===== src/logic/icache_pkg.sv =====
// instruction cache shared definitions
// address and word types, fetch FSM encoding and word size
package icache_pkg;

    typedef logic [31:0] addr_t;   // byte address of a fetch
    typedef logic [31:0] word_t;   // one instruction word

    localparam int unsigned BYTES_PER_WORD = 4;

    // fetch FSM of the cache controller
    typedef enum logic [2:0] {
        LOOKUP,        // tag compare of the buffered request
        MISS_REQ,      // line request held on the refill port
        REFILL,        // waiting for the returned line
        REFILL_DONE,   // reread of the refilled set
        IO_REQ,        // single word request on the uncached port
        IO_WAIT,       // waiting for the uncached word
        IO_DONE        // uncached word presented to the CPU
    } fetch_state_t;

endpackage

===== src/logic/icache_hit_select.sv =====
// hit selection and replacement
// muxes the word of the hitting way and keeps one tree PLRU per set;
// a hit or a refill turns the tree away from the way just used
`timescale 1ns/100ps

module icache_hit_select #(
    parameter int unsigned ASSOC_NUM = 4,
    parameter int unsigned SET_NUM   = 64
) (
    input  logic                                clk,
    input  logic                                reset,
    input  logic [ASSOC_NUM-1:0]                hit,
    input  icache_pkg::word_t [ASSOC_NUM-1:0]   word,
    input  logic [$clog2(SET_NUM)-1:0]          set_index,
    input  logic                                access_valid,
    input  logic                                refill_done,
    output logic                                any_hit,
    output logic [$clog2(ASSOC_NUM)-1:0]        victim_way,
    output icache_pkg::word_t                   sel_word
);
    import icache_pkg::*;

    localparam int unsigned WAY_WIDTH = $clog2(ASSOC_NUM);

    // node n has children 2n and 2n+1, ways are the leaves
    typedef logic [ASSOC_NUM-1:1] tree_t;
    typedef logic [WAY_WIDTH-1:0] way_t;

    tree_t plru [SET_NUM];
    way_t  hit_way;

    // follow the bits from the root down to the leaf to replace
    function automatic way_t pick_victim(input tree_t t);
        int unsigned node;
        node = 1;
        for (int l = 0; l < WAY_WIDTH; l++) begin
            node = 2 * node + int'(t[node]);
        end
        return way_t'(node - ASSOC_NUM);
    endfunction

    // point every node on the path of w to the other subtree
    function automatic tree_t touch(input tree_t t, input way_t w);
        tree_t       r;
        int unsigned node;
        r    = t;
        node = 1;
        for (int l = WAY_WIDTH - 1; l >= 0; l--) begin
            r[node] = ~w[l];
            node    = 2 * node + int'(w[l]);
        end
        return r;
    endfunction

    always_comb begin
        hit_way = '0;
        for (int i = 0; i < ASSOC_NUM; i++) begin
            if (hit[i]) begin
                hit_way = way_t'(i);
            end
        end
    end

    assign any_hit    = |hit;
    assign sel_word   = word[hit_way];
    assign victim_way = pick_victim(plru[set_index]);

    always_ff @(posedge clk) begin
        if (reset) begin
            for (int s = 0; s < SET_NUM; s++) begin
                plru[s] <= '0;
            end
        end else if (access_valid) begin
            plru[set_index] <= touch(plru[set_index], hit_way);
        end else if (refill_done) begin
            plru[set_index] <= touch(plru[set_index], victim_way);  // new line counts as used
        end
    end

endmodule


===== config.mk =====
export PLATFORM = sky130hd
export DESIGN_NAME = icache_hit_select
export DESIGN_NICKNAME = d
export VERILOG_FILES = /design/src/logic/icache_pkg.sv /design/src/logic/icache_hit_select.sv
export SDC_FILE = /design/constraint.sdc
export NUM_CORES = 1
export LEC_CHECK = 0
export BUFFER_PORTS_ARGS = -buffer_cell sky130_fd_sc_hd__buf_2
export CORE_ASPECT_RATIO = 1.5
export CORE_MARGIN = 2
export CORE_UTILIZATION = 40
export DETAILED_ROUTE_END_ITERATION = 16
export PLACE_DENSITY = 0.6
export SYNTH_ARGS = -nofsm -noshare
export SYNTH_HDL_FRONTEND = slang
export SYNTH_SLANG_ARGS = --single-unit

===== constraint.sdc =====
create_clock -name clk -period 6.71 [get_ports clk]
set_input_delay 1.342 -clock clk [delete_from_list [all_inputs] [get_ports clk]]
set_output_delay 1.342 -clock clk [all_outputs]
set_load 0.005 [all_outputs]

=== Word level (Yosys, flattened, before mapping) ===
Memory sizes are Yosys's and may differ from the RTL's.
Cells that the tools add are included.

* Bitwise logic cells: 5
* $lt $le $gt $ge: 6
* Add/sub/neg operators: 5
* Mux-type cells: 26
* Reductions and logical operators: 4

{| class="wikitable"
|+ Operators by type and width
! cell !! count
|-
| $bmux 32 s2 || 1
|-
| $mux 32 || 1
|-
| $mux 1 || 14
|-
| $add 2x1->3 const A || 3
|-
| $lt 3x3->1 const B || 3
|-
| $bwmux 3 || 2
|-
| $ge 3x1->1 const B || 2
|-
| $mux 3 || 2
|-
| $mux 6 || 1
|-
| $demux 1 s2 || 2
|-
| $mux 2 || 2
|-
| $not 1->1 || 4
|-
| $reduce_or 4->1 || 1
|-
| $lt 2x3->1 const B || 1
|-
| $reduce_or 3->1 || 1
|-
| $add 2x1->2 || 1
|-
| $bmux 1 s2 || 1
|-
| $logic_and 1x1->1 || 2
|-
| $sub 2x1->2 const B || 1
|-
| $or 1x1->1 || 1
|}

* Bits of input ports: 142
* Memory bits (writable): 192
* Output and inout port bits: 35
* Register bits: 0
* Word-level logic and storage cells: 47
* Memories: 1

{| class="wikitable"
|+ Memory list
! name !! words !! bits a word !! rd ports !! clocked after Yosys merged registers in !! wr ports !! RTL line !! source
|-
| plru || 64 || 3 || 1 || 0 || 64 || icache_hit_select.sv:29 || <nowiki>tree_t plru [SET_NUM];</nowiki>
|}

=== Longest topological paths before layout ===
Gate-level depths: netlist of the first run.
An unclocked memory read counts as a cell.

* Depth in word-level cells: 14
* Gate-level depth with buffers: 13
* Gate-level depth less buffers: 8

=== Least setup slack after synthesis of the first run ===
No wires, ideal clock.

* Path kind: input-to-output
* Start point: input set_index[0]
* End point: output victim_way[0]
* Stages on the path: 10
* Data arrival time: 2.970 ns
* Required time: 5.368 ns
* Slack: 2.398 ns
* Cells stage by stage: buf_2 -> and2_0 -> clkbuf_2 -> clkbuf_1 -> a22oi_1 -> o22ai_1 -> a22oi_1 -> o21ai_1 -> nor4_4 -> a21oi_1

* Cells in the longest elaborated chain, start to end: 6

{| class="wikitable"
|+ Ends and longest elaborated chain
! element !! RTL line !! source
|-
| start, declared || icache_hit_select.sv:14 || <nowiki>input logic [$clog2(SET_NUM)-1:0] set_index,</nowiki>
|-
| $mem_v2 64x3 * || n/a ||
|-
| $add 2x1->3 || icache_hit_select.sv:37 || <nowiki>node = 2 * node + int'(t[node]);</nowiki>
|-
| $bmux 1 s2 * || icache_hit_select.sv:37 ||
|-
| $mux 1 (implied by the code) * || icache_hit_select.sv:37 ||
|-
| $add 2x1->2 * || icache_hit_select.sv:37 ||
|-
| $sub 2x1->2 * || icache_hit_select.sv:39 || <nowiki>return way_t'(node - ASSOC_NUM);</nowiki>
|-
| end, declared || icache_hit_select.sv:18 || <nowiki>output logic [$clog2(ASSOC_NUM)-1:0] victim_way,</nowiki>
|}

Every way passes the cells marked *; elsewhere a longest branch is shown, timed or not. The select of a mux whose other input is x is not followed.

=== Worst setup path after layout of the first run ===
Ends and elaborated chain as after synthesis.

==> results of run 1 <==
[synthesized netlist by cell type, types with 13 or more instances]
library cell  count
clkbuf_1         46
a221oi_1         25
nand3_1          17
nand2_1          68
mux2_2           24
a21oi_1          45
nor2_1          143
a22oi_1          25
nand2b_1         65
mux2i_1          19
o22ai_1          73
buf_6            17
buf_2            14
nor3_2           60
nor3_1           13
edfxtp_1        192
[power by group through the flow]
stage	Sequential (uW)	Combinational (uW)	Clock, uW
4_1_cts	1380	423	967
5_1_grt	1380	452	1020
6_report	1380	425	961
2_1_floorplan	1390	272	0
3_3_place_gp	1400	423	0
3_5_place_dp	1400	422	0
[placed cells by master (no fill, tap or decap), types with 3 or more instances in the layout]
| cell | Yosys | final |
|---|---|---|
| o22ai_1 | 73 | 73 |
| o211ai_1 | 4 | 4 |
| clkbuf_16 | 0 | 17 |
| nor2b_1 | 6 | 6 |
| mux2i_1 | 19 | 19 |
| mux4_2 | 6 | 6 |
| nand2_1 | 68 | 68 |
| or3b_2 | 3 | 3 |
| buf_2 | 14 | 175 |
| clkinvlp_4 | 0 | 4 |
| o22a_1 | 4 | 4 |
| nor3_2 | 60 | 60 |
| a221oi_1 | 25 | 25 |
| nand2b_1 | 65 | 65 |
| and3_1 | 5 | 5 |
| o21ai_0 | 3 | 3 |
| inv_1 | 3 | 3 |
| nor3_1 | 13 | 13 |
| mux2_2 | 24 | 24 |
| nor3b_1 | 4 | 4 |
| nand3_1 | 17 | 17 |
| a21oi_1 | 45 | 44 |
| buf_4 | 1 | 22 |
| clkinv_4 | 0 | 3 |
| nor2_1 | 143 | 143 |
| a22oi_1 | 25 | 25 |
| a22o_1 | 5 | 5 |
| edfxtp_1 | 192 | 192 |
[metrics by stage]
stage	power, uW	setup slack, ns	std cells	cell area [um2]
CTS	2768	1.279	1413	12090
global placement	1827	1.338	1382	11540
global route	2848	1.023	1414	12090
detailed placement	1826	1.287	1382	11540
finish	2764	1.261	1414	12090
floorplan	1665	2.398	935	10470
[worst max path at each step]
| stage | start | end | slack [ns] | cells past startpoint |
|---|---|---|---|---|
| global route | set_index[2] | victim_way[0] | 1.02 | 10 |
| detailed placement | set_index[2] | victim_way[0] | 1.29 | 10 |
| global placement | set_index[0] | victim_way[0] | 1.34 | 10 |
| CTS | set_index[2] | victim_way[0] | 1.28 | 10 |
| finish | set_index[0] | victim_way[0] | 1.26 | 10 |
| floorplan | set_index[0] | victim_way[0] | 2.40 | 10 |
[kinds of logic (layout without fill, tap and decap cells)]
family,after synthesis,in the layout,synth area share [%]
compound gates,198,198,12.85
xor+xnor,1,1,0.08367
buf+inv,90,235,4.661
flops,192,192,55.07
mux,52,52,6.154
other cells,0,1,0
simple gates,402,402,21.19
[critical path: cells and delay by family]
kind	cells	cell delay (ns)
AND/OR/NAND/NOR	4	1.01
buffers and inverters	3	0.96
multiplexers	1	0.61
AO/OA/AOI/OAI	2	0.14
[metal layers]
| metal | routed length, um | vias to the layer above | global-route usage, % |
|---|---|---|---|
| li1 | - | 3786 | - |
| met1 | 12310 | 4035 | 29.63 |
| met2 | 17650 | 492 | 44.40 |
| met3 | 2770 | 68 | 4.565 |
| met4 | 1240 | 0 | 10.27 |
| met5 | 0 | - | 0 |
[final cells by class]
type                       instances  area (um2)  share of cell area (%)
clock buffer                      19       432.9                   3.581
tap                              333       416.7                   3.446
antenna                            1       2.502                 0.02070
multi-input combinational        653        4258                   35.22
inverter                           5       18.77                  0.1552
timing repair buffer             199        1081                   8.942
sequential                       192        5766                   47.69
clock inverter                    12       113.9                  0.9418
==> reports/metrics.csv, run 1 <==
metric;value;unit
status;completed;
grt_max_degree;65;
internal_power;2016;uW
dp_hpwl;23.87;mm
ys_top_cells_by_area;edfxtp_1 55%, nor3_2 5.7%, nor2_1 5.1%;
reg.largest.list;plru (192);
ys_seq_area_share;55.07;%
syn_avg_cell_area;11.20;um2
path_clk_slew;0.07;ns
fin_crit;5.449;ns
fin_hold_ws;1.350;ns
powerDensity;228.6;nW/um2
crit_required;5.37;ns
firstDrtPassIters;5;
crit_path_start_kind;primary input;
dieWidth;136.1;um
utilization;46.92;%
viasPerCell;5.927;
fmax;0.1835;GHz
clock_sinks;192;
async_flop_share;0;%
die_height;202.1;um
core_region_area;25760;um2
finClkSkew;0.008937;ns
r2r-end;plru[41][1]$_SDFFCE_PN0P_;
rsz0062_at_grt;no;
hp-class;in2reg;
port_buffers;176;
critPathMostFrequentCell;buf_2;
synth_top_cell_area_share;55.07;%
critical_path_class;in2out;
p_sw;747.6;uW
gp_congestion;0.9292;
synth-warning-count;0;
globalRoute.totalOverflow;0;
seqPwrFrac;49.8;%
wl;33.97;mm
drtIter0Drc;929;
critPathMaxFanout;23;
synth_ff_type;edfxtp_1;
holdPathEnd;plru[29][1]$_SDFFCE_PN0P_;
cpMaxStageDelayCell;mux4_2;
holdCritStartpoint;reset;
p_leak;0.004273;uW
nets;1210;
post-cts-setup-buffers;0;
combPwrFrac;15.4;%
yosys.area.top_type;edfxtp_1;
nFillCells;2422;
grt_util_all_layers;25.09;%
grt_antenna_before_repair;1;
setup_tns;0;ns
syn_nets;1077;
cpPeakStageDelay;0.61;ns
arrival;4.11;ns
wl_per_cell;24.02;um
p_clk_share;34.8;%
synth_edf_count;192;
route.vias.total;8381;
clock_path_buffers;2;
worst-r2r-cell-count;8;
r2r_setup_slack;3.25;ns
slew_viol_final;0;
clockRootBuffer;clkbuf_16;
min_path_cells;2;
cts_max_level;4;
cts_hold_buffers;0;
vdd_drop_max;0.1963;mV
insertion_delay;0.44;ns
area_growth;15.46;%
grt_pass1_vias;8491;
pin_count;177;
cts_buffers;17;
tightestPinTransition;1.146;ns
drv_cap;0;
ys_ff_latch;192;
period_share;81.21;%
synth.distinct_cells;56;
drive_gt1_share;31.20;%
path_cells;buf_2 > buf_4 > mux4_2 > nand3_1 > o31ai_1 > nor4_1 > nand4b_1 > nor2_1 > a21oi_1 > buf_2;
drtAntennaViolNets;0;
synth_cells;935;
cp-end-kind;primary output;
cts_resized;0;
grt_pass1_wl;50.33;mm
placementRows;72;
netSwitchingFraction;27.05;%
synth_area;10470;um2
initial_core_util;40.64;%
die-area;27510;um2
largest_reg_flops;192;
hold_violations;0;
top_register;plru;
worstReg2RegStart;plru[12][1]$_SDFFCE_PN0P_;
tritoncts;yes;
slew_headroom;22.99;%
drc;0;
setup_viol;0;
No activity file was read; power rests on OpenSTA's default activity.
==> run 2, diff against run 1 <==
clock period = 5.1 ns   (was 6.71 ns; I/O delays follow)
==> run 2 against run 1 <==
Register-to-register slack worse by 1.2 ns. Flip-flop and latch count stayed put. Non-clock buffer count rose by 16. First-iteration DRC count shrank 24%. Die area did not move. Wire length fell by 2.1%. Power grew 33%. Clock-buffer cell count unchanged. Clock skew grew 0.00094 ns. Design area increased by 1.7%. Critical path depth stayed put. Clock power is 34% higher.
==> reports/metrics.csv, run 2 (synthesis results as in run 1) <==
metric;value;unit;change
critical_path_class;in2out;;unchanged
clock_path_buffers;2;;unchanged
grt_pass1_vias;8293;;was 8491
initial_core_util;40.64;%;unchanged
rsz0062_at_grt;no;;unchanged
met2_usage;42.95;%;was 44.40%
cts_resized;0;;unchanged
route.vias.total;8368;;was 8381
fin_ws;0.5145;ns;was 1.261 ns
p_leak;0.004390;uW;was 0.004273 uW
slew_viol_final;0;;unchanged
grt_util_all_layers;24.77;%;was 25.09%
largest_reg_flops;192;;unchanged
drive_gt1_share;32.18;%;was 31.20%
drtAntennaViolNets;0;;unchanged
crit_path_start_kind;primary input;;unchanged
hp-class;in2reg;;unchanged
top_usage_layer;met2;;unchanged
status;completed;;unchanged
dieWidth;136.1;um;unchanged
insertion_delay;0.45;ns;was 0.44 ns
cts_max_level;4;;unchanged
nFillCells;2409;;was 2422
cp-end-kind;primary output;;unchanged
arrival;3.57;ns;was 4.11 ns
core_region_area;25760;um2;unchanged
drc;0;;unchanged
slew_headroom;27.67;%;was 22.99%
finClkSkew;0.009877;ns;was 0.008937 ns
die-area;27510;um2;unchanged
dpl_worst_slack;0.5261;ns;was 1.287 ns
setup_viol;0;;unchanged
met3_usage;4.640;%;was 4.565%
wl_per_cell;23.22;um;was 24.02 um
utilization;47.70;%;was 46.92%
critPathMaxFanout;29;;was 23
grt_pass1_wl;49.36;mm;was 50.33 mm
hold_violations;0;;unchanged
tritoncts;yes;;unchanged
pin_count;177;;unchanged
gp_congestion;0.9100;;was 0.9292
post-cts-setup-buffers;0;;unchanged
wl;33.25;mm;was 33.97 mm
cts_hold_buffers;0;;unchanged
nets;1226;;was 1210
dp_hpwl;23.98;mm;was 23.87 mm
viasPerCell;5.844;;was 5.927
port_buffers;176;;unchanged
setup_tns;0;ns;unchanged
top_register;plru;;unchanged
powerDensity;299.3;nW/um2;was 228.6 nW/um2
clockRootBuffer;clkbuf_16;;unchanged
grt_antenna_before_repair;2;;was 1
tightestPinTransition;1.082;ns;was 1.146 ns
final_common_cell;edfxtp_1;;unchanged
fin_crit;4.586;ns;
reg.largest.list;plru (192);;unchanged
fmax;0.2181;GHz;
crit_required;4.08;ns;was 5.37 ns
period_share;89.91;%;
power;3679;uW;was 2764 uW
firstDrtPassIters;5;;unchanged
placementRows;72;;unchanged
path_clk_slew;0.07;ns;about the same
area_growth;17.38;%;was 15.46%
vdd_drop_max;0.2356;mV;was 0.1963 mV
die_height;202.1;um;unchanged
cts_buffers;17;;unchanged
clock_sinks;192;;unchanged
grt_max_degree;65;;unchanged
globalRoute.totalOverflow;0;;unchanged
drtIter0Drc;706;;was 929
use_met1;29.31;%;was 29.63%
drv_cap;0;;unchanged
layout_common_cells;192 x edfxtp_1, 175 x buf_2, 143 x nor2_1, 73 x o22ai_1, 68 x nand2_1;;unchanged
## run 2: changes by cell type in the layout (fill, tap and decap cells not counted), sizes merged
| cell | change |
|---|---|
| buf | +16 |
| inv | +5 |
| clkinv | -2 |
| clkinvlp | -2 |
| diode | +1 |
## run 2: per-stage QoR
stage,hold WS (ns),instances,instance area [um2]
2_1_floorplan,1.072,935,10470
3_5_place_dp,1.451,1398,11720
6_report,1.236,1432,12290
5_1_grt,1.233,1432,12290
3_3_place_gp,1.450,1398,11720
4_1_cts,1.212,1430,12280
## run 2: cell type report
type | instances | area (um2) | share of cell area [%]
diodes | 2 | 5.005 | 0.04072
clock buffers | 19 | 432.9 | 3.523
clock inverters | 13 | 128.9 | 1.049
inverters | 5 | 18.77 | 0.1527
multi-input cells | 653 | 4258 | 34.65
flip-flops and latches | 192 | 5766 | 46.92
well taps | 333 | 416.7 | 3.390
repair buffers | 215 | 1264 | 10.28
## run 2: final timing paths
path	startpoint	end	slack [ns]	cells past startpoint
worst min register to register	plru[28][1]$_SDFFCE_PN0P_	plru[18][1]$_SDFFCE_PN0P_	1.46	8
worst max-delay path	set_index[1]	victim_way[0]	0.51	10
worst min-delay path	set_index[2]	plru[44][2]$_SDFFCE_PN0P_	1.24	3
worst max register to register	plru[25][0]$_SDFFCE_PN0P_	plru[3][2]$_SDFFCE_PN0P_	2.08	9
## run 2: worst max-delay path: stages
cell      delay (ns)
buf_2           0.56
buf_4           0.31
mux2_2          0.34
a22oi_1         0.13
o211ai_1        0.11
a22oi_1         0.22
o21ai_1         0.14
nor4_4          0.43
a21oi_1         0.13
buf_2           0.14
## run 2: per-layer routing
metal  up-vias  wire length (um)
met4         0              1429
met3        81              2246
met1      4048             12510
met2       425             17070
li1       3814                 -
met5         -                 0
## run 2: power by group
group,leakage [uW],internal [uW],switching (uW)
combinational,0.00215,207,366
sequential,0.00197,1790,24.1
clock,0.000271,685,608
total,0.00439,2680,997
