### src/logic/icache_pkg.sv
// instruction cache shared definitions
// address and word types, fetch FSM encoding and word size
package icache_pkg;

    typedef logic [31:0] addr_t;   // byte address of a fetch
    typedef logic [31:0] word_t;   // one instruction word

    localparam int unsigned BYTES_PER_WORD = 4;

    // fetch FSM of the cache controller
    typedef enum logic [2:0] {
        LOOKUP,        // tag compare of the buffered request
        MISS_REQ,      // line request held on the refill port
        REFILL,        // waiting for the returned line
        REFILL_DONE,   // reread of the refilled set
        IO_REQ,        // single word request on the uncached port
        IO_WAIT,       // waiting for the uncached word
        IO_DONE        // uncached word presented to the CPU
    } fetch_state_t;

endpackage
### src/logic/way_access_if.sv
// controller to way bundle
// lookup address, compare strobes and refill write data shared by all ways
`timescale 1ns/100ps

interface way_access_if #(
    parameter int unsigned INDEX_WIDTH = 6,
    parameter int unsigned TAG_WIDTH   = 22,
    parameter int unsigned LINE_WORDS  = 4,
    parameter int unsigned WAY_WIDTH   = 2
);
    import icache_pkg::*;

    logic [INDEX_WIDTH-1:0]        lookup_index;   // set read or written this cycle
    logic [TAG_WIDTH-1:0]          lookup_tag;     // tag of the buffered request
    logic [$clog2(LINE_WORDS)-1:0] lookup_offset;  // word within the line
    logic                          lookup_en;      // RAM enable, read or write
    logic                          compare_en;     // loads the compare registers
    logic                          refill_en;
    word_t [LINE_WORDS-1:0]        refill_line;
    logic [WAY_WIDTH-1:0]          refill_way;     // victim taking the line

    modport ctrl (
        output lookup_index, lookup_tag, lookup_offset, lookup_en, compare_en,
        output refill_en, refill_line, refill_way
    );

    modport way (
        input lookup_index, lookup_tag, lookup_offset, lookup_en, compare_en,
        input refill_en, refill_line, refill_way
    );

endinterface

### src/logic/icache_ctrl.sv
// instruction cache controller
// request buffer and fetch FSM; drives the refill and uncached ports,
// the way lookups, busy and the response to the CPU
`timescale 1ns/100ps

module icache_ctrl #(
    parameter int unsigned LINE_WORDS = 4,
    parameter int unsigned ASSOC_NUM  = 4,
    parameter int unsigned SET_NUM    = 64
) (
    input  logic                                 clk,
    input  logic                                 reset,
    // CPU side
    input  logic                                 fetch_valid,
    input  icache_pkg::addr_t                    fetch_addr,
    input  logic                                 fetch_cacheable,
    input  logic                                 stall,
    input  logic                                 flush,
    output logic                                 busy,
    output logic                                 resp_valid,
    output icache_pkg::word_t                    resp_data,
    // refill port
    output logic                                 mem_rd_req,
    output icache_pkg::addr_t                    mem_rd_addr,
    input  logic                                 mem_rd_rdy,
    input  logic                                 mem_ret_valid,
    input  icache_pkg::word_t [LINE_WORDS-1:0]   mem_ret_line,
    // uncached port
    output logic                                 io_rd_req,
    output icache_pkg::addr_t                    io_rd_addr,
    input  logic                                 io_rd_rdy,
    input  logic                                 io_ret_valid,
    input  icache_pkg::word_t                    io_ret_data,
    // ways and selector
    way_access_if.ctrl                           wa,
    input  logic                                 any_hit,
    input  logic [$clog2(ASSOC_NUM)-1:0]         victim_way,
    input  icache_pkg::word_t                    sel_word,
    output logic [$clog2(SET_NUM)-1:0]           set_index,
    output logic                                 access_valid
);
    import icache_pkg::*;

    localparam int unsigned INDEX_WIDTH  = $clog2(SET_NUM);
    localparam int unsigned OFFSET_WIDTH = $clog2(LINE_WORDS * BYTES_PER_WORD);
    localparam int unsigned TAG_WIDTH    = 32 - INDEX_WIDTH - OFFSET_WIDTH;

    fetch_state_t state, state_next;

    // request buffer
    logic                    req_valid;
    logic [TAG_WIDTH-1:0]    req_tag;
    logic [INDEX_WIDTH-1:0]  req_index;
    logic [OFFSET_WIDTH-1:0] req_offset;
    logic                    req_cacheable;

    word_t io_word;
    logic  req_en;
    logic  accept;
    logic  rd_en;
    logic  wr_en;
    logic  in_flight;

    assign req_en    = ~busy & ~stall;
    assign accept    = fetch_valid & req_en;
    assign in_flight = (state != LOOKUP) && (state != IO_DONE);

    // a cached miss or an uncached request keeps the CPU waiting
    assign busy = in_flight || (state == LOOKUP && req_valid && (!req_cacheable || !any_hit));

    assign access_valid = (state == LOOKUP) && req_valid && req_cacheable && any_hit;
    assign resp_valid   = access_valid || (state == IO_DONE && req_valid);
    assign resp_data    = (state == IO_DONE) ? io_word : sel_word;
    assign set_index    = req_index;

    assign mem_rd_req  = (state == MISS_REQ);
    assign mem_rd_addr = {req_tag, req_index, {OFFSET_WIDTH{1'b0}}};  // line aligned
    assign io_rd_req   = (state == IO_REQ);
    assign io_rd_addr  = {req_tag, req_index, req_offset};

    assign rd_en = accept || (state == REFILL_DONE);
    assign wr_en = (state == REFILL) && mem_ret_valid;

    // refill and its reread use the buffered set, otherwise the incoming one
    assign wa.lookup_index  = (state == REFILL || state == REFILL_DONE) ? req_index
                            : fetch_addr[OFFSET_WIDTH +: INDEX_WIDTH];
    assign wa.lookup_tag    = req_tag;
    assign wa.lookup_offset = req_offset[OFFSET_WIDTH-1:2];
    assign wa.lookup_en     = rd_en | wr_en;
    assign wa.compare_en    = rd_en;
    assign wa.refill_en     = wr_en;
    assign wa.refill_line   = mem_ret_line;
    assign wa.refill_way    = victim_way;

    // flush drops the request, a refill already under way still finishes
    always_ff @(posedge clk) begin
        if (reset || flush) begin
            req_valid <= 1'b0;
        end else if (req_en) begin
            req_valid <= fetch_valid;
        end
    end

    always_ff @(posedge clk) begin
        if (req_en) begin
            req_tag       <= fetch_addr[31 -: TAG_WIDTH];
            req_index     <= fetch_addr[OFFSET_WIDTH +: INDEX_WIDTH];
            req_offset    <= fetch_addr[OFFSET_WIDTH-1:0];
            req_cacheable <= fetch_cacheable;
        end
    end

    always_ff @(posedge clk) begin
        if (state == IO_WAIT && io_ret_valid) begin
            io_word <= io_ret_data;
        end
    end

    always_ff @(posedge clk) begin
        if (reset) begin
            state <= LOOKUP;
        end else begin
            state <= state_next;
        end
    end

    always_comb begin
        state_next = state;
        unique case (state)
            LOOKUP: begin
                if (req_valid && !req_cacheable) begin
                    state_next = IO_REQ;
                end else if (req_valid && !any_hit) begin
                    state_next = MISS_REQ;
                end
            end
            MISS_REQ:    if (mem_rd_rdy) state_next = REFILL;
            REFILL:      if (mem_ret_valid) state_next = REFILL_DONE;
            REFILL_DONE: state_next = LOOKUP;   // tags reread, compare next cycle
            IO_REQ:      if (io_rd_rdy) state_next = IO_WAIT;
            IO_WAIT:     if (io_ret_valid) state_next = IO_DONE;
            IO_DONE:     if (!stall) state_next = LOOKUP;
            default:     state_next = LOOKUP;
        endcase
    end

endmodule

### src/flat_wrapper.sv
// flat-port wrapper written by rule: the top's interface ports become plain ports
module icache_ctrl_flat import icache_pkg::*;
#(
    parameter int unsigned LINE_WORDS = 4,
    parameter int unsigned ASSOC_NUM  = 4,
    parameter int unsigned SET_NUM    = 64
)
  (clk, reset, fetch_valid, fetch_addr, fetch_cacheable, stall, flush, busy, resp_valid, resp_data, mem_rd_req, mem_rd_addr, mem_rd_rdy, mem_ret_valid, mem_ret_line, io_rd_req, io_rd_addr, io_rd_rdy, io_ret_valid, io_ret_data, any_hit, victim_way, sel_word, set_index, access_valid, wa_lookup_index, wa_lookup_tag, wa_lookup_offset, wa_lookup_en, wa_compare_en, wa_refill_en, wa_refill_line, wa_refill_way);
  way_access_if #(.LINE_WORDS(LINE_WORDS)) wa_i ();
  input  logic clk;
  input  logic reset;
  input  logic fetch_valid;
  input  icache_pkg::addr_t fetch_addr;
  input  logic fetch_cacheable;
  input  logic stall;
  input  logic flush;
  output logic busy;
  output logic resp_valid;
  output icache_pkg::word_t resp_data;
  output logic mem_rd_req;
  output icache_pkg::addr_t mem_rd_addr;
  input  logic mem_rd_rdy;
  input  logic mem_ret_valid;
  input  icache_pkg::word_t [LINE_WORDS-1:0] mem_ret_line;
  output logic io_rd_req;
  output icache_pkg::addr_t io_rd_addr;
  input  logic io_rd_rdy;
  input  logic io_ret_valid;
  input  icache_pkg::word_t io_ret_data;
  input  logic any_hit;
  input  logic [$clog2(ASSOC_NUM)-1:0] victim_way;
  input  icache_pkg::word_t sel_word;
  output logic [$clog2(SET_NUM)-1:0] set_index;
  output logic access_valid;
  output wire logic [$bits(wa_i.lookup_index)-1:0] wa_lookup_index;
  output wire logic [$bits(wa_i.lookup_tag)-1:0] wa_lookup_tag;
  output wire logic [$bits(wa_i.lookup_offset)-1:0] wa_lookup_offset;
  output wire logic [$bits(wa_i.lookup_en)-1:0] wa_lookup_en;
  output wire logic [$bits(wa_i.compare_en)-1:0] wa_compare_en;
  output wire logic [$bits(wa_i.refill_en)-1:0] wa_refill_en;
  output wire logic [$bits(wa_i.refill_line)-1:0] wa_refill_line;
  output wire logic [$bits(wa_i.refill_way)-1:0] wa_refill_way;
  assign wa_lookup_index = wa_i.lookup_index;
  assign wa_lookup_tag = wa_i.lookup_tag;
  assign wa_lookup_offset = wa_i.lookup_offset;
  assign wa_lookup_en = wa_i.lookup_en;
  assign wa_compare_en = wa_i.compare_en;
  assign wa_refill_en = wa_i.refill_en;
  assign wa_refill_line = wa_i.refill_line;
  assign wa_refill_way = wa_i.refill_way;
  icache_ctrl #(.LINE_WORDS(LINE_WORDS), .ASSOC_NUM(ASSOC_NUM), .SET_NUM(SET_NUM)) u_core (.clk(clk), .reset(reset), .fetch_valid(fetch_valid), .fetch_addr(fetch_addr), .fetch_cacheable(fetch_cacheable), .stall(stall), .flush(flush), .busy(busy), .resp_valid(resp_valid), .resp_data(resp_data), .mem_rd_req(mem_rd_req), .mem_rd_addr(mem_rd_addr), .mem_rd_rdy(mem_rd_rdy), .mem_ret_valid(mem_ret_valid), .mem_ret_line(mem_ret_line), .io_rd_req(io_rd_req), .io_rd_addr(io_rd_addr), .io_rd_rdy(io_rd_rdy), .io_ret_valid(io_ret_valid), .io_ret_data(io_ret_data), .wa(wa_i), .any_hit(any_hit), .victim_way(victim_way), .sel_word(sel_word), .set_index(set_index), .access_valid(access_valid));
endmodule
### config.mk
export PLATFORM = sky130hd
export DESIGN_NAME = icache_ctrl_flat
export DESIGN_NICKNAME = d
export VERILOG_FILES = /design/src/logic/icache_pkg.sv /design/src/logic/way_access_if.sv /design/src/logic/icache_ctrl.sv /design/src/flat_wrapper.sv
export SDC_FILE = /design/constraint.sdc
export NUM_CORES = 1
export LEC_CHECK = 0
export BUFFER_PORTS_ARGS = -buffer_cell sky130_fd_sc_hd__buf_2
export CAP_MARGIN = 25
export CORE_AREA = 5 5 191 193
export DETAILED_ROUTE_END_ITERATION = 10
export DIE_AREA = 0 0 196 198
export GPL_TIMING_DRIVEN = 0
export SLEW_MARGIN = 30
export SYNTH_ARGS = -nofsm -noshare
export SYNTH_HDL_FRONTEND = slang
export SYNTH_SLANG_ARGS = --single-unit
### constraint.sdc
create_clock -name clk -period 5.9 [get_ports clk]
set_clock_uncertainty 0.1 [all_clocks]
set_input_delay 0.295 -clock clk [delete_from_list [all_inputs] [get_ports clk]]
set_output_delay 0.295 -clock clk [all_outputs]
set_load 0.02 [all_outputs]
**Word level (Yosys, flattened, before mapping)**

Index checks and enable logic that the tools add are counted.

- Register bits: 69
- Input bits: 237
- Output and inout bits: 270
- Logic and storage cells: 56

- Eq/ne operators: 13
- Muxes and demuxes: 10
- Bitwise logic cells: 5
- Reduce and logical (&&, ||, !) cells: 21

Operators with widths:

| kind | count |
|---|---|
| 32-bit two-way mux | 1 |
| 3-bit two-way mux | 7 |
| 3-bit one-hot mux with 6 select lines | 1 |
| 1-bit logical AND | 10 |
| 3-bit equality test (second input constant) | 3 |
| 3-bit by 2-bit equality test with 1-bit output (second input constant) | 2 |
| 1-bit logical OR | 6 |
| 6-bit two-way mux | 1 |
| 2-bit inequality test (second input constant) | 3 |
| 3-bit inequality test (second input constant) | 2 |
| 6-bit AND reduction | 1 |
| 2-bit by 1-bit inequality test with 1-bit output (second input constant) | 2 |
| 3-bit by 1-bit equality test with 1-bit output (second input constant) | 1 |
| 3-bit logical NOT | 1 |
| 3-bit nonzero test | 1 |
| 1-bit bitwise AND | 2 |
| 1-bit logical NOT | 2 |
| 1-bit inverter | 2 |
| 1-bit OR | 1 |

**Longest topological paths before layout**

- Depth in word-level cells: 9
- Gate-level depth with buffers: 5
- Mapped depth without buffers: 4

**Worst setup path before layout**

OpenSTA, ideal clock, no wires.

- Kind: register to register
- Start: register u_core.state[1]
- End: register u_core.io_word[0], enable pin
- Setup time: 0.422 ns
- Arrival: 2.038 ns
- Data required time: 5.378 ns
- Path slack: 3.339 ns
- Cell stages (with the launch flop): 4
- Buffers on the path: 1
- Period minus slack after synthesis: 2.561 ns
- Path through: dfxtp_1 -> clkbuf_2 -> nand2b_1 -> nor2_1

- Word-level cells in the longest chain between the ends: 2

RTL lines:

| element | RTL line | source |
|---|---|---|
| start: declaration | icache_ctrl.sv:48 | `fetch_state_t state, state_next;` |
| start signal: assignment | icache_ctrl.sv:123 | `state <= state_next;` |
| 3-bit equality test | icache_ctrl.sv:114 | `if (state == IO_WAIT && io_ret_valid) begin` |
| 1-bit logical AND | icache_ctrl.sv:114 |  |
| end signal: assignment | icache_ctrl.sv:115 | `io_word <= io_ret_data;` |
| end: declaration | icache_ctrl.sv:57 | `word_t io_word;` |

Every way passes these cells.
A chain may end at the register's enable or synchronous reset.

**Worst setup path after layout**

- Start: register u_core.state[0]
- End: output port resp_data[16]

- Word-level cells in the longest chain between the ends: 2

RTL lines:

| element | RTL line | source |
|---|---|---|
| 3-bit equality test | icache_ctrl.sv:73 | `assign resp_data = (state == IO_DONE) ? io_word : sel_word;` |
| 32-bit two-way mux | icache_ctrl.sv:73 |  |
| end: declaration | flat_wrapper.sv:19 | `output icache_pkg::word_t resp_data;` |

Every way passes these cells.

==> out/metrics.yaml <==
outcome: "finished, final reports clean"
synthTopCellsByArea: "edfxtp_1, buf_4, mux2_2, dfxtp_1, nor2_1"
htreeDepth: 3
power_density_nw_per_um2: 225
worstPathMaxFanout: 10
maxCapViolations: 0
finalCriticalPeriod_ns: 2.37
post-route-drc-count: 0
setup_tns_ns: 0
cp.buffers_inverters: 2
final_cell_area_sq_um: 7580
die_area_sq_um: 38800
synth_commonest_cells: "buf_4, edfxtp_1, mux2_2"
synth-seq-cells: 69
grt_setup_unrepaired: "false"
grt.total_usage_pct: 8.30
p_clk_share_pct: 32.7
num_vias: 4034
p_sw_share_pct: 32.2
ir_drop_mv: 0.127
clockRootBuffer: "clkbuf_16"
p_int_w: 0.00115
worstPathArrival_ns: 1.97
insertion_delay_ns: 0.35
dr.pass1.iters: 5
synth_area_leader_cell: "edfxtp_1"
routed_wl_um: 18000
grt.overflow.total: 0
period_share_pct: 40.1
ioPinCount: 507
grt_pass1_vias: 3995
p_switching_w: 0.000549
yosysSeqAreaShare_pct: 47.9
clock_sinks: 69
nFillCells: 3731
ant_nets: 0
core_sq_um: 34400
hpwl_um: 15100
clk_path_buf_depth: 2
crit_family: "buffers and inverters"
critPathMaxStageDelay_ns: 0.42
crit_type: "reg -> out"
ys.flop_type: "edfxtp_1"
place_area_sq_um: 6720
netlist_area_sq_um: 4250
final_max_slew_viol_count: 0
share_seq_of_total_power_pct: 34.9
yosysWarnings: 0
power.leakage_nw: 3.73
fin_util_pct: 22.1
num_rows: 68
antenna_found_initial: 2
hold_buffers: 56
hold_violations: 0
synth.distinct_cells: 34
cts_resized: 0
die_h_um: 198
register_area_sq_um: 2030
cp_slowest_cell: "dfxtp_1"
tritoncts: "built"
hp-class: "in -> reg"
wl_per_cell_um: 14.2
via_per_inst: 3.19
tightest_slew_ns: 0.877
grt_max_degree: 34
cp.required_ns: 5.51
path_cells: "nor2b_1 -> nand2_1 -> buf_2 -> mux2_2 -> buf_2"
finalSetupViolCount: 0
synth_top_area_share_pct: 46.0
synth-edff-count: 65
area_growth_syn_to_layout_pct: 78.7
start_util_pct: 12.4
die_width_um: 196
diodes: 0
worstSetupStartpointType: "flop"
cts_buffers: 9
numPortBuffers: 372
place_congestion: 0.804
multi_input_area_sq_um: 748
drtIter0Drc: 114
comb_power_share_pct: 32.4
grt_pass1_wl_um: 23900
clk_pin_slew_ns: 0.06
nets: 1042
yosysMostFrequentCell: "buf_4"
crit_path_end_kind: "output pin"
drive_gt1_share_pct: 77.5
async_reset_ff_share_pct: 0
cpMostUsedCell: "buf_2"
relSlewSlack_pct: 41.5
clock.fmax_mhz: 422
cts_setup_buffers: 0
syn_inst: 361
syn_avg_cell_area_sq_um: 11.8
state kept, by name (all words and copies together), names as in the netlist:
register	cells
u_core.req_valid	1
u_core.wa.lookup_tag	22
u_core.state	3
u_core.req_offset	4
u_core.set_index	6
u_core.req_cacheable	1
u_core.io_word	32
stage by stage:
stage          cells  setup slack, ns  total power, W  hold WS [ns]
2_1_floorplan    364             3.34        0.000942         0.267
5_1_grt         1265             3.41         0.00180       0.00383
3_5_place_dp    1192             3.69         0.00113         0.373
6_report        1265             3.53         0.00170        0.0296
4_1_cts         1264             3.46         0.00175       0.00197
3_3_place_gp    1191             2.45         0.00113         0.372
power by group through the flow:
stage               clock network, W  registers [W]  logic, W
finish                      0.000558       0.000594  0.000552
global placement                   0       0.000605  0.000522
CTS                         0.000598       0.000596  0.000558
floorplan                          0       0.000625  0.000317
global route                0.000618       0.000599  0.000585
detailed placement                 0       0.000606  0.000527
metal layers:
metal	vias to the layer above	share of wire (%)	global-route usage (%)
li1	1915	-	-
met1	1866	37	9.32
met2	237	53	14.6
met3	14	8.9	2.91
met4	2	1.1	2.90
met5	-	0.078	0
final timing paths:
check / cells past startpoint / start / to / slack [ns]
worst max-delay path: 5 / u_core.state[0]$_SDFFE_PP0P_ / resp_data[16] / 3.53
worst min-delay path: 1 / fetch_addr[19] / u_core.wa.lookup_tag[9]$_DFFE_PP_ / 0.03
worst max register to register: 3 / u_core.state[2]$_SDFFE_PP0P_ / u_core.wa.lookup_tag[4]$_DFFE_PP_ / 3.76
worst min register to register: 2 / u_core.req_valid$_SDFFE_PP0P_ / u_core.req_valid$_SDFFE_PP0P_ / 0.54
area by class of cell:
class,count,share of cell area (%)
Buffer,199,19.5
Inverter,2,0.0990
Clock inverter,6,0.825
Sequential cell,69,26.8
Clock buffer,10,3.02
Timing Repair Buffer,430,32.4
Multi-Input combinational cell,94,9.86
Tap cell,455,7.51
layout by cell type (no fill, tap or decap), types with 2 or more instances in the layout:
master / netlist / final
nand2b_1: 4 / 4
edfxtp_1: 65 / 65
dfxtp_1: 4 / 4
dlygate4sd3_1: 0 / 57
clkbuf_16: 0 / 9
nor3_1: 2 / 2
nor2b_1: 2 / 2
mux2_2: 36 / 36
o21ai_0: 6 / 6
nor3b_1: 2 / 2
buf_4: 192 / 192
inv_1: 2 / 2
a21oi_1: 2 / 2
nor2_1: 11 / 10
buf_2: 6 / 378
mux2_1: 2 / 2
nand3_1: 2 / 2
clkinv_2: 0 / 3
nand2_1: 5 / 5
conb_1: 1 / 4
logic make-up after synthesis:
| family | share of synthesized area, % |
|---|---|
| mux | 10.3 |
| flops | 47.9 |
| buf+inv | 35.0 |
| other cells | 0.0883 |
| compound gates | 2.30 |
| simple gates | 4.48 |
Power figures use the tool's default switching activity.
